[src/logic/exec_params.svh]
`ifndef EXEC_PARAMS_SVH
`define EXEC_PARAMS_SVH

////////////////////////////////////////////////////////////////////////////
// Execute stage sizing
////////////////////////////////////////////////////////////////////////////

// Integer data path width
`define EXEC_XLEN 32

// Register file address width, 32 registers
`define EXEC_REG_BITS 5

// Shift-add iterations, one multiplier bit per cycle
`define EXEC_MUL_CYCLES 32

`endif

[src/logic/exec_pkg.sv]
package exec_pkg;

  ////////////////////////////////////////////////////////////////////////////
  // Decoded control encodings for the execute stage
  ////////////////////////////////////////////////////////////////////////////

  // ALU operation
  typedef enum logic [3:0] {
    alu_add   = 4'd0,
    alu_sub   = 4'd1,
    alu_sll   = 4'd2,
    alu_slt   = 4'd3,
    alu_sltu  = 4'd4,
    alu_xor   = 4'd5,
    alu_srl   = 4'd6,
    alu_sra   = 4'd7,
    alu_or    = 4'd8,
    alu_and   = 4'd9,
    // Pass operand b, the upper immediate
    alu_lui   = 4'd10,
    // PC plus operand b
    alu_auipc = 4'd11,
    // Return address, PC plus 4
    alu_link  = 4'd12
  } alu_op_t;

  // Branch-style comparison of the two operands
  typedef enum logic [2:0] {
    comp_eq  = 3'd0,
    comp_ne  = 3'd1,
    comp_lt  = 3'd2,
    comp_ge  = 3'd3,
    comp_ltu = 3'd4,
    comp_geu = 3'd5
  } comp_op_t;

  // Multiply variant, low word or one of the high words
  typedef enum logic [1:0] {
    mul_low = 2'd0,
    mul_h   = 2'd1,
    mul_hsu = 2'd2,
    mul_hu  = 2'd3
  } mul_op_t;

  // Result source for the EX/MEM register
  typedef enum logic {
    unit_alu = 1'b0,
    unit_mul = 1'b1
  } unit_t;

endpackage : exec_pkg

[src/logic/exmem_fwd_if.sv]
`timescale 1ns/1ns
`include "exec_params.svh"

// EX/MEM register contents looped back for operand forwarding
interface exmem_fwd_if;

  // Destination register of the older instruction
  logic [`EXEC_REG_BITS-1:0] rd;
  // Writes the register file
  logic                      regwrite;
  // Load, data not known until MEM
  logic                      memread;
  // ALU or multiply result held in EX/MEM
  logic [`EXEC_XLEN-1:0]     result;

  // Pipeline register side
  modport source (
    output rd,
    output regwrite,
    output memread,
    output result
  );

  // Forwarding unit side
  modport sink (
    input rd,
    input regwrite,
    input memread,
    input result
  );

endinterface : exmem_fwd_if

[src/logic/forwarding.sv]
`timescale 1ns/1ns
`include "exec_params.svh"

module forwarding (
  input  logic [`EXEC_REG_BITS-1:0] id_ex_rs1,
  input  logic [`EXEC_REG_BITS-1:0] id_ex_rs2,
  input  logic [`EXEC_XLEN-1:0]     id_ex_rs1_data,
  input  logic [`EXEC_XLEN-1:0]     id_ex_rs2_data,
  input  logic [`EXEC_XLEN-1:0]     id_ex_imm,
  input  logic                      id_ex_alusrc,
  input  logic                      mem_wb_regwrite,
  input  logic [`EXEC_REG_BITS-1:0] mem_wb_rd,
  input  logic [`EXEC_XLEN-1:0]     mem_wb_result,
  exmem_fwd_if.sink                 fwd,
  output logic [`EXEC_XLEN-1:0]     op_a,
  output logic [`EXEC_XLEN-1:0]     op_b,
  output logic [`EXEC_XLEN-1:0]     store_data
);

  // EX/MEM can supply a value, loads excluded
  logic                  ex_valid;
  // MEM/WB can supply a value
  logic                  wb_valid;
  // Resolved source registers
  logic [`EXEC_XLEN-1:0] rs1_value;
  logic [`EXEC_XLEN-1:0] rs2_value;

  ////////////////////////////////////////////////////////////////////////////
  // Per-stage qualifiers
  ////////////////////////////////////////////////////////////////////////////

  // x0 never forwards, it reads as zero from the file
  assign ex_valid = fwd.regwrite && !fwd.memread && (fwd.rd != '0);
  assign wb_valid = mem_wb_regwrite && (mem_wb_rd != '0);

  // Priority pick for one source register
  function automatic logic [`EXEC_XLEN-1:0] resolve(
    input logic [`EXEC_REG_BITS-1:0] rs,
    input logic [`EXEC_XLEN-1:0]     rf_value
  );
    logic [`EXEC_XLEN-1:0] pick;
    // Lowest priority, register file read in decode
    pick = rf_value;
    // Next, the instruction two ahead in MEM/WB
    if (wb_valid && (mem_wb_rd == rs)) begin
      pick = mem_wb_result;
    end
    // Highest, the instruction directly ahead in EX/MEM
    if (ex_valid && (fwd.rd == rs)) begin
      pick = fwd.result;
    end
    return pick;
  endfunction

  ////////////////////////////////////////////////////////////////////////////
  // Operand selection
  ////////////////////////////////////////////////////////////////////////////

  always_comb begin
    rs1_value = resolve(id_ex_rs1, id_ex_rs1_data);
    rs2_value = resolve(id_ex_rs2, id_ex_rs2_data);
  end

  assign op_a = rs1_value;
  // Immediate replaces rs2 for I-type, loads, stores, lui, auipc
  assign op_b = id_ex_alusrc ? id_ex_imm : rs2_value;
  // Stores always write the forwarded rs2
  assign store_data = rs2_value;

endmodule : forwarding

[src/logic/alu.sv]
`timescale 1ns/1ns
`include "exec_params.svh"

module alu (
  input  logic [`EXEC_XLEN-1:0] a,
  input  logic [`EXEC_XLEN-1:0] b,
  input  logic [`EXEC_XLEN-1:0] pc,
  input  exec_pkg::alu_op_t     alu_op,
  input  exec_pkg::comp_op_t    comp_op,
  output logic [`EXEC_XLEN-1:0] result,
  output logic                  comp_res
);
  import exec_pkg::*;

  // Shift amount, low five bits of b
  logic [4:0]            shamt;
  // Shared comparator terms
  logic                  eq;
  logic                  lt_s;
  logic                  lt_u;
  logic [`EXEC_XLEN-1:0] sum;
  logic [`EXEC_XLEN-1:0] diff;

  assign shamt = b[4:0];
  assign sum   = a + b;
  assign diff  = a - b;

  assign eq   = (a == b);
  assign lt_s = ($signed(a) < $signed(b));
  assign lt_u = (a < b);

  ////////////////////////////////////////////////////////////////////////////
  // Result
  ////////////////////////////////////////////////////////////////////////////

  always_comb begin
    case (alu_op)
      alu_add:   result = sum;
      alu_sub:   result = diff;
      alu_sll:   result = a << shamt;
      // Set-less-than, zero extended flag
      alu_slt:   result = {{(`EXEC_XLEN-1){1'b0}}, lt_s};
      alu_sltu:  result = {{(`EXEC_XLEN-1){1'b0}}, lt_u};
      alu_xor:   result = a ^ b;
      alu_srl:   result = a >> shamt;
      // Arithmetic shift keeps the sign bit
      alu_sra:   result = $signed(a) >>> shamt;
      alu_or:    result = a | b;
      alu_and:   result = a & b;
      // Immediate already shifted in decode
      alu_lui:   result = b;
      alu_auipc: result = pc + b;
      // jal and jalr write the address after the jump
      alu_link:  result = pc + `EXEC_XLEN'(4);
      default:   result = '0;
    endcase
  end

  ////////////////////////////////////////////////////////////////////////////
  // Comparator
  ////////////////////////////////////////////////////////////////////////////

  always_comb begin
    case (comp_op)
      comp_eq:  comp_res = eq;
      comp_ne:  comp_res = !eq;
      comp_lt:  comp_res = lt_s;
      comp_ge:  comp_res = !lt_s;
      comp_ltu: comp_res = lt_u;
      comp_geu: comp_res = !lt_u;
      // Unused codes never pass
      default:  comp_res = 1'b0;
    endcase
  end

endmodule : alu

[src/logic/multiplier.sv]
`timescale 1ns/1ns
`include "exec_params.svh"

module multiplier (
  input  logic                  bus,
  input  logic                  reset,
  input  logic                  request,
  input  logic                  advance,
  input  exec_pkg::mul_op_t     mul_op,
  input  logic [`EXEC_XLEN-1:0] a,
  input  logic [`EXEC_XLEN-1:0] b,
  output logic                  busy,
  output logic                  done,
  output logic [`EXEC_XLEN-1:0] result
);
  import exec_pkg::*;

  localparam int cnt_bits = $clog2(`EXEC_MUL_CYCLES);

  logic [cnt_bits-1:0]     count;
  logic                    start;
  logic                    last;
  // Operand sign handling
  logic                    a_signed;
  logic                    b_signed;
  logic                    a_neg;
  logic                    b_neg;
  logic [`EXEC_XLEN-1:0]   a_mag;
  logic [`EXEC_XLEN-1:0]   b_mag;
  // Iteration state
  logic [2*`EXEC_XLEN-1:0] mcand;
  logic [`EXEC_XLEN-1:0]   mplier;
  logic [2*`EXEC_XLEN-1:0] acc;
  logic                    neg_q;
  mul_op_t                 op_q;
  logic [2*`EXEC_XLEN-1:0] product;

  // New operation only from idle with no result waiting
  assign start = request && !busy && !done;
  assign last  = busy && (count == cnt_bits'(`EXEC_MUL_CYCLES - 1));

  ////////////////////////////////////////////////////////////////////////////
  // Magnitudes
  ////////////////////////////////////////////////////////////////////////////

  // mulhu is fully unsigned, mulhsu signs a only
  // Low word is the same either way
  assign a_signed = (mul_op != mul_hu);
  assign b_signed = (mul_op == mul_low) || (mul_op == mul_h);

  assign a_neg = a_signed && a[`EXEC_XLEN-1];
  assign b_neg = b_signed && b[`EXEC_XLEN-1];
  assign a_mag = a_neg ? -a : a;
  assign b_mag = b_neg ? -b : b;

  ////////////////////////////////////////////////////////////////////////////
  // Control
  ////////////////////////////////////////////////////////////////////////////

  always_ff @(posedge bus) begin
    if (reset) begin
      busy  <= 1'b0;
      done  <= 1'b0;
      count <= '0;
    end else begin
      if (start) begin
        busy  <= 1'b1;
        count <= '0;
      end else if (last) begin
        busy <= 1'b0;
        done <= 1'b1;
      end else if (busy) begin
        count <= count + 1'b1;
      end
      // Result waits until EX/MEM takes it
      if (done && advance) begin
        done <= 1'b0;
      end
    end
  end

  // Shift-add, one multiplier bit per cycle
  always_ff @(posedge bus) begin
    if (start) begin
      acc    <= '0;
      mcand  <= {{`EXEC_XLEN{1'b0}}, a_mag};
      mplier <= b_mag;
      neg_q  <= a_neg ^ b_neg;
      op_q   <= mul_op;
    end else if (busy) begin
      if (mplier[0]) begin
        acc <= acc + mcand;
      end
      mcand  <= mcand << 1;
      mplier <= mplier >> 1;
    end
  end

  // Sign restore, then pick the word
  assign product = neg_q ? -acc : acc;
  assign result  = (op_q == mul_low) ? product[`EXEC_XLEN-1:0]
                                     : product[2*`EXEC_XLEN-1:`EXEC_XLEN];

  ////////////////////////////////////////////////////////////////////////////
  // Checks
  ////////////////////////////////////////////////////////////////////////////

  a_busy_len: assert property (@(posedge bus) disable iff (reset)
    $rose(busy) |-> busy [* `EXEC_MUL_CYCLES] ##1 !busy)
    else $error("multiplier busy window has the wrong length");

  a_busy_done: assert property (@(posedge bus) disable iff (reset)
    !(busy && done))
    else $error("multiplier busy and done both high");

endmodule : multiplier

[src/logic/execute.sv]
`timescale 1ns/1ns
`include "exec_params.svh"

module execute (
  input  logic                      bus,
  input  logic                      reset,
  input  logic                      dbg,
  input  logic                      mem_hold,
  input  logic [`EXEC_XLEN-1:0]     id_ex_pc,
  input  logic [`EXEC_REG_BITS-1:0] id_ex_rs1,
  input  logic [`EXEC_REG_BITS-1:0] id_ex_rs2,
  input  logic [`EXEC_REG_BITS-1:0] id_ex_rd,
  input  logic [`EXEC_XLEN-1:0]     id_ex_rs1_data,
  input  logic [`EXEC_XLEN-1:0]     id_ex_rs2_data,
  input  logic [`EXEC_XLEN-1:0]     id_ex_imm,
  input  exec_pkg::alu_op_t         id_ex_alu_op,
  input  exec_pkg::comp_op_t        id_ex_comp_op,
  input  logic                      id_ex_compare,
  input  logic                      id_ex_alusrc,
  input  exec_pkg::unit_t           id_ex_unit,
  input  exec_pkg::mul_op_t         id_ex_mul_op,
  input  logic                      id_ex_memread,
  input  logic                      id_ex_memwrite,
  input  logic                      id_ex_regwrite,
  input  logic                      mem_wb_regwrite,
  input  logic [`EXEC_REG_BITS-1:0] mem_wb_rd,
  input  logic [`EXEC_XLEN-1:0]     mem_wb_result,
  output logic                      ex_stall,
  output logic [`EXEC_XLEN-1:0]     ex_mem_result,
  output logic [`EXEC_XLEN-1:0]     ex_mem_store_data,
  output logic [`EXEC_XLEN-1:0]     ex_mem_pc,
  output logic [`EXEC_REG_BITS-1:0] ex_mem_rd,
  output logic                      ex_mem_memread,
  output logic                      ex_mem_memwrite,
  output logic                      ex_mem_regwrite,
  output logic                      ex_mem_comp_res
);
  import exec_pkg::*;

  // Resolved operands
  logic [`EXEC_XLEN-1:0] op_a;
  logic [`EXEC_XLEN-1:0] op_b;
  logic [`EXEC_XLEN-1:0] store_data;
  // Unit results
  logic [`EXEC_XLEN-1:0] alu_res;
  logic [`EXEC_XLEN-1:0] mul_res;
  logic                  comp_res;
  logic                  mul_req;
  logic                  mul_busy;
  logic                  mul_done;
  // Stage hold
  logic                  freeze;

  exmem_fwd_if fwd_if0 ();

  // Loop EX/MEM back to forwarding
  assign fwd_if0.rd       = ex_mem_rd;
  assign fwd_if0.regwrite = ex_mem_regwrite;
  assign fwd_if0.memread  = ex_mem_memread;
  assign fwd_if0.result   = ex_mem_result;

  forwarding fwd0 (
    .id_ex_rs1       (id_ex_rs1),
    .id_ex_rs2       (id_ex_rs2),
    .id_ex_rs1_data  (id_ex_rs1_data),
    .id_ex_rs2_data  (id_ex_rs2_data),
    .id_ex_imm       (id_ex_imm),
    .id_ex_alusrc    (id_ex_alusrc),
    .mem_wb_regwrite (mem_wb_regwrite),
    .mem_wb_rd       (mem_wb_rd),
    .mem_wb_result   (mem_wb_result),
    .fwd             (fwd_if0.sink),
    .op_a            (op_a),
    .op_b            (op_b),
    .store_data      (store_data)
  );

  alu alu0 (
    .a        (op_a),
    .b        (op_b),
    .pc       (id_ex_pc),
    .alu_op   (id_ex_alu_op),
    .comp_op  (id_ex_comp_op),
    .result   (alu_res),
    .comp_res (comp_res)
  );

  multiplier mul0 (
    .bus     (bus),
    .reset   (reset),
    .request (mul_req),
    .advance (!freeze),
    .mul_op  (id_ex_mul_op),
    .a       (op_a),
    .b       (op_b),
    .busy    (mul_busy),
    .done    (mul_done),
    .result  (mul_res)
  );

  ////////////////////////////////////////////////////////////////////////////
  // Stall and freeze
  ////////////////////////////////////////////////////////////////////////////

  assign mul_req  = (id_ex_unit == unit_mul);
  // Held until the product is ready
  assign ex_stall = mul_req && !mul_done;
  assign freeze   = dbg || mem_hold || ex_stall;

  ////////////////////////////////////////////////////////////////////////////
  // EX/MEM register
  ////////////////////////////////////////////////////////////////////////////

  always_ff @(posedge bus) begin
    if (reset) begin
      ex_mem_result     <= '0;
      ex_mem_store_data <= '0;
      ex_mem_pc         <= '0;
      ex_mem_rd         <= '0;
      ex_mem_memread    <= 1'b0;
      ex_mem_memwrite   <= 1'b0;
      ex_mem_regwrite   <= 1'b0;
      ex_mem_comp_res   <= 1'b0;
    end else if (!freeze) begin
      ex_mem_result     <= mul_req ? mul_res : alu_res;
      ex_mem_store_data <= store_data;
      ex_mem_pc         <= id_ex_pc;
      ex_mem_rd         <= id_ex_rd;
      ex_mem_memread    <= id_ex_memread;
      ex_mem_memwrite   <= id_ex_memwrite;
      // Failed comparison cancels the write
      ex_mem_regwrite   <= id_ex_regwrite && (!id_ex_compare || comp_res);
      ex_mem_comp_res   <= comp_res;
    end
  end

  // Decode never issues a load and store together
  a_mem_excl: assert property (@(posedge bus) disable iff (reset)
    !(ex_mem_memread && ex_mem_memwrite))
    else $error("EX/MEM memread and memwrite both high");

  // Running multiplier always holds the stage
  a_busy_stall: assert property (@(posedge bus) disable iff (reset)
    mul_busy |-> ex_stall)
    else $error("multiplier busy without ex_stall");

endmodule : execute

[config.mk]
export PLATFORM = sky130hd
export DESIGN_NAME = execute
export DESIGN_NICKNAME = d
export VERILOG_FILES = /design/src/logic/exec_pkg.sv /design/src/logic/exmem_fwd_if.sv /design/src/logic/forwarding.sv /design/src/logic/alu.sv /design/src/logic/multiplier.sv /design/src/logic/execute.sv
export VERILOG_INCLUDE_DIRS = /design/src /design/src/logic
export SDC_FILE = /design/constraint.sdc
export NUM_CORES = 2
export LEC_CHECK = 0
export BUFFER_PORTS_ARGS = -buffer_cell sky130_fd_sc_hd__buf_4
export CELL_PAD_IN_SITES_DETAIL_PLACEMENT = 1
export CELL_PAD_IN_SITES_GLOBAL_PLACEMENT = 2
export CORE_ASPECT_RATIO = 0.9
export CORE_UTILIZATION = 35
export CTS_CLUSTER_SIZE = 20
export DETAILED_ROUTE_END_ITERATION = 8
export PLACE_DENSITY = 0.83
export SYNTH_ARGS = -nofsm -noshare
export SYNTH_HDL_FRONTEND = slang
export SYNTH_SLANG_ARGS = --single-unit
[constraint.sdc]
create_clock -name bus -period 6.7 [get_ports bus]
set_input_delay 0.335 -clock bus [delete_from_list [all_inputs] [get_ports bus]]
set_output_delay 0.335 -clock bus [all_outputs]
set_load 0.03 [all_outputs]
### After elaboration in Yosys (flattened, before gate mapping)

Cells that the tools add are included.

* bits in writable memories: 0
* register bits after elaboration: 275
* latch bits: 0
* output and inout bits: 106
* memories kept: 0
* ROM bits: 0
* input port bits: 200

* multiply operators: 0
* bitwise operators: 6
* order comparisons: 2
* muxes and demuxes: 18
* equality and inequality tests: 25
* shifts and indexed selects: 3
* reduce and logical (&&, ||, !) cells: 40
* $add $sub $neg: 9
* div/mod/pow operators: 0

Operators by type and width (count)
* 32-bit two-way mux: 13
* 32-bit one-hot mux with 13 select lines: 1
* 32-bit adder: 2
* 64-bit adder: 1
* 32-bit < comparator: 2
* 64-bit two-way mux: 1
* 32-bit negator: 2
* 64-bit negator: 1
* 32-bit by 3-bit adder with 32-bit output (second input constant): 1
* 32-bit bitwise AND: 1
* 32-bit equality test: 1
* 32-bit OR: 1
* 32-bit by 5-bit << shifter with 32-bit output: 1
* 32-bit by 5-bit >> shifter with 32-bit output: 1
* 32-bit by 5-bit >>> shifter with 32-bit output: 1
* 32-bit subtractor: 1
* 32-bit XOR: 1
* 4-bit equality test (second input constant): 5
* 5-bit equality test: 4
* 4-bit by 3-bit equality test with 1-bit output (second input constant): 4
* 1-bit logical AND: 15
* 5-bit nonzero test: 2
* 4-bit by 2-bit equality test with 1-bit output (second input constant): 2
* 1-bit logical NOT: 8
* 19 further kinds: 31

### Longest topological paths before layout

* word-level depth: 11
* gate-level depth with buffers: 23
* depth with buffers taken out: 20

### Modules after synthesis

Synthesis repeated with hierarchy kept, for this count alone.

* cell total of the unflattened synthesis: 3916
* area total of the unflattened synthesis: 30195.2 sq um

By module, submodules not included
* multiplier: cells an instance 1584, area an instance 12570.8 sq um, times used 1
* alu: cells an instance 1520, area an instance 10861.7 sq um, times used 1
* execute: cells an instance 484, area an instance 4438.0 sq um, times used 1
* forwarding: cells an instance 328, area an instance 2324.7 sq um, times used 1

### Least setup slack after synthesis

No wires, ideal clock.

* kind: register -> register
* start point: register ex_mem_rd[0]
* end point: register ex_mem_result[28]
* setup time: 0.128 ns
* buffers on the path: 3
* clock period less this slack: 5.068 ns
* slack: 1.632 ns
* data arrival time: 4.941 ns
* stages on the path, launching flop included: 23
* cells stage by stage: dfxtp_1 > or4_4 > o211ai_2 > or2_1 > buf_4 > buf_6 > buf_6 > a31oi_1 > inv_1 > o21ai_0 > ha_1 > fa_1 > a21oi_1 > nor2_1 > o311a_1 > o21ai_0 > a31oi_1 > o41ai_1 > o21ai_0 > and2_1 > o22ai_1 > mux2i_1 > a32oi_1

* elaborated cells between the ends (all ways): 20
* classes of those cells: add/sub: 3; eq/ne: 2; shift: 3; mux: 5; bitwise: 3; reduce/logical: 4

RTL lines
* start: declaration: line execute.sv:32 `` output logic [`EXEC_REG_BITS-1:0] ex_mem_rd, ``
* start signal: assignment: line execute.sv:128 `ex_mem_rd <= id_ex_rd;`
* 5-bit nonzero test: line forwarding.sv:33 `assign ex_valid = fwd.regwrite && !fwd.memread && (fwd.rd != '0);`
* 1-bit logical AND: line forwarding.sv:33
* 1-bit logical AND (*): line forwarding.sv:49 `if (ex_valid && (fwd.rd == rs)) begin`
* 32-bit two-way mux (*): line forwarding.sv:49
* net alu0.a[0]: line alu.sv:5 `` input logic [`EXEC_XLEN-1:0] a, ``
* 32-bit subtractor (tied with other cells): line alu.sv:26 `assign diff = a - b;`
* 32-bit one-hot mux with 13 select lines (*): line alu.sv:37 `case (alu_op)`
* 32-bit two-way mux (*): line execute.sv:125 `ex_mem_result <= mul_req ? mul_res : alu_res;`
* end signal: assignment: line execute.sv:125
* end: declaration: line execute.sv:29 `` output logic [`EXEC_XLEN-1:0] ex_mem_result, ``

The timed path passes the listed nets; every way through them passes the cells marked *.
A chain may end at the register's enable or synchronous reset.

### Worst setup path in the final report

* start point: register ex_mem_rd[0]
* end point: register ex_mem_result[18]

* cells in the longest elaborated chain, start to end: 8
* elaborated cells between the ends (all ways): 20
* classes of those cells: add/sub: 3; eq/ne: 2; shift: 3; mux: 5; bitwise: 3; reduce/logical: 4

RTL lines
* 5-bit nonzero test: line forwarding.sv:33
* 1-bit logical AND: line forwarding.sv:33
* 1-bit logical AND: line forwarding.sv:49
* 32-bit two-way mux: line forwarding.sv:49
* 32-bit two-way mux: line forwarding.sv:66 `assign op_b = id_ex_alusrc ? id_ex_imm : rs2_value;`
* 32-bit adder (tied with other cells): line alu.sv:52 `alu_auipc: result = pc + b;`
* 32-bit one-hot mux with 13 select lines (*): line alu.sv:37
* 32-bit two-way mux (*): line execute.sv:125

Every way passes the cells marked *; elsewhere a longest branch is shown, timed or not.

==> metrics <==
number of enable flip-flop cells after synthesis=67; cts repair resizes=0; Yosys cell types=117; Logic pwr share=42.9%; switching portion of total power=43.8%; Yosys reg bits=275; fmax=0.154 GHz; Layout Nets=around 4700; Clk pwr share=roughly 30%; largest family of logic cells by synthesized area=compound AO/OA/AOI/OAI gates; P_int=slightly above 4 mW; grt ovf=0; VDD IR-drop max=0.165 mV; hold depth=3; status=finished, violations left; Post-DP HPWL=~140000 um; Setup violations, final=0; Seq pwr share=27.7%; Hold Path Class=input port to flop; # IOs=a little over 300; WL met2=roughly 70000 um; Clock transition at path regs=0.07 ns; Leak=between 10 and 15 nW; YS warnings=0; post-synthesis compound-gate area fraction=about 31%; worst-margin pin slew=1.49 ns; Worst-Skew Late Latency=0.61 ns; CP required=about 7.2 ns; Layout area overhead=17.5%; CTS sink cnt=around 280; Primary FF master, synth=dfxtp_1; FFs w/ async S/R, synth=0%; adder and majority gate portion of the synthesized area=between 8 and 9%; Setup Fix Bufs, Post-CTS=0; average routed wire per standard cell=between 30 and 40 um; RSZ-0062 raised after global routing=no; CTS tree=built; number of hold buffers added after CTS=10; Syn Area/Cell=roughly 7.3 um^2; CP endpoint kind=flop; die width=309 um; CP Max Fanout=13; final period utilization=96.7%; Final Skew=~0.026 ns; Syn Nets=4477; die height=around 280 um; DP Cell Count=approximately 5400; DIE AREA=around 86000 um^2; Vias=between 30000 and 40000; share of layout cells above drive strength 1=between 15 and 20%; Synth Area in Simple Gates=about a quarter; first-pass GRT wire length=248000 um; minimum clock period after layout=6.48 ns; Post-Syn Instances=about 4100; Via density=between 6 and 7; Pwr Density=approximately 210 nW/um^2; root buffer cell=clkbuf_16; failing checks=max-capacitance violations, max-slew violations; critical path startpoint=ex_mem_rd[0]; worst r2r src=ex_mem_rd[0]; vias in the first global route=~33000; R2R cell count=19; Rel. slew slack=-0.655%; setup TNS=0 ns; max layer used=met5; DR WL met3=17400 um; TritonCTS buffer count=37; 1st-iter DRT viols=approximately 4700; pre-CTS setup slack=0.312 ns; final WL=roughly 180000 um; mux share of post-synthesis cell area=under 10%; Starting Density=a little over a third; crit path setup slack, layout=0.224 ns; row count=100; CTS H-tree lvls=2; register area share after synthesis=a little over a fifth; number of failing hold endpoints at the final stage=0; hold_sp=id_ex_rd[0]; xor-xnor portion of the synthesized cell area=roughly 7.5%; Finished Layout Cells=5477; Post-Syn Area=29600 um^2; initial antenna violation count=15; Worst Setup Path Type=flop to flop; largest net degree at the start of global routing=slightly below 80; Post-DRT Antenna Nets=0; Max clock buf depth=3; Switch Pwr=about 3.2 mW; Max-Cap Viols=1; met1 WL=78700 um; # DRC=0; last weighted congestion value of the routability-driven placer=1.06; fin. max-slew vios=1; Core ar.=roughly 83000 um^2; CP arrival=6.98 ns; drt pass-1 iters=8; port buffer count=305; CP Launch Type=flop; All-Layer GR Usage=between 30% and 40%
registers in the layout, indices dropped and copies added (netlist names), 2 cells and up:
name,count
ex_mem_pc,32
mul0.op_q,2
ex_mem_result,32
ex_mem_store_data,32
mul0.count,5
ex_mem_rd,5
mul0.acc,64
mul0.mcand,64
mul0.mplier,32
worst max-delay path, stage by stage, from the launching register on:
cell      delay (ns)
dfxtp_1         0.38
or4_4           0.57
o211ai_2        0.20
or2_1           0.51
buf_4           0.25
a31o_1          0.28
o21a_1          0.48
inv_1           0.17
ha_1            0.39
nand3_1         0.09
nor2_1          0.06
o311a_1         0.40
o21ai_0         0.49
nand2_1         0.21
xor2_1          0.19
a221oi_1        0.31
o211ai_1        0.13
a21oi_1         0.74
o211ai_1        0.22
o21a_1          0.26
area by class of cell:
type | instances | area (um^2)
Clock inverter | 13 | 174
Multi-Input combinational cell | 3426 | 21900
Fill cell | 10400 | 48400
Sequential cell | 275 | 6180
Antenna cell | 6 | 15.0
Tap cell | 1122 | 1400
Clock buffer | 53 | 1110
Timing Repair Buffer | 475 | 3600
Inverter | 107 | 404
layout by cell type, fill, tap and decap left out, types with 75 or more instances in the layout:
cell	n
nand3_1	217
o21ai_1	75
buf_4	464
ha_1	197
xor2_1	89
o21ai_0	340
a21oi_1	343
dfxtp_1	207
inv_1	101
nor2_1	235
xnor2_1	165
nor3_1	107
nand2_1	622
power groups by stage:
stage	clock network, mW	logic, mW	registers [mW]
after detailed placement	0	3.02	2.07
final	2.16	3.15	2.04
after global placement	0	3.01	2.07
after floorplan	0	1.84	2.03
after global routing	2.24	3.32	2.05
after CTS	2.19	3.04	2.03
cell families after synthesis:
group / Yosys count
AND/OR/NAND/NOR: 1492
AO/OA/AOI/OAI: 1407
buffers and inverters: 376
flip-flops: 275
XOR/XNOR: 254
adder cells (fa/ha/maj): 200
multiplexers: 73
routing by layer:
layer,vias to the layer above,global-route usage [%]
met3,351,7.91
met2,1864,55.5
met5,-,0
li1,15600,-
met1,17400,57.7
met4,4,17.6
cell usage after synthesis (all sizes together) (67+ instances only):
cell    number  area share [%]
a21oi      346             5.8
xor2        89             2.6
nor2       246             3.2
a31oi       88             2.5
edfxtp      67             6.8
nand2      626             7.9
clkbuf     170             2.2
nor3       113             2.0
buf         99             1.9
inv        107             1.4
o21ai      420             7.2
nand3      219             3.7
ha         197             8.3
xnor2      165             4.9
a21o        68             1.7
dfxtp      208              14
stage by stage:
step                hold WS [ns]  utilization, %  power (mW)  instance area, um^2
floorplan                  0.434               -        3.87                29600
global placement           0.444            40.2        5.07                33400
detailed placement         0.448            40.2        5.09                33400
CTS                      0.00173            41.8        7.27                34800
global route              0.0201            41.8        7.61                34800
finish                    0.0154            41.8        7.36                34800
path summary, 6_finish.rpt:
kind                                 to  slack [ns]
setup / recovery      ex_mem_result[18]        0.22
hold / removal             ex_mem_rd[0]        0.02
setup reg to reg      ex_mem_result[18]        0.22
hold reg to reg   ex_mem_store_data[28]        0.45
Power figures use the tool's default switching activity.
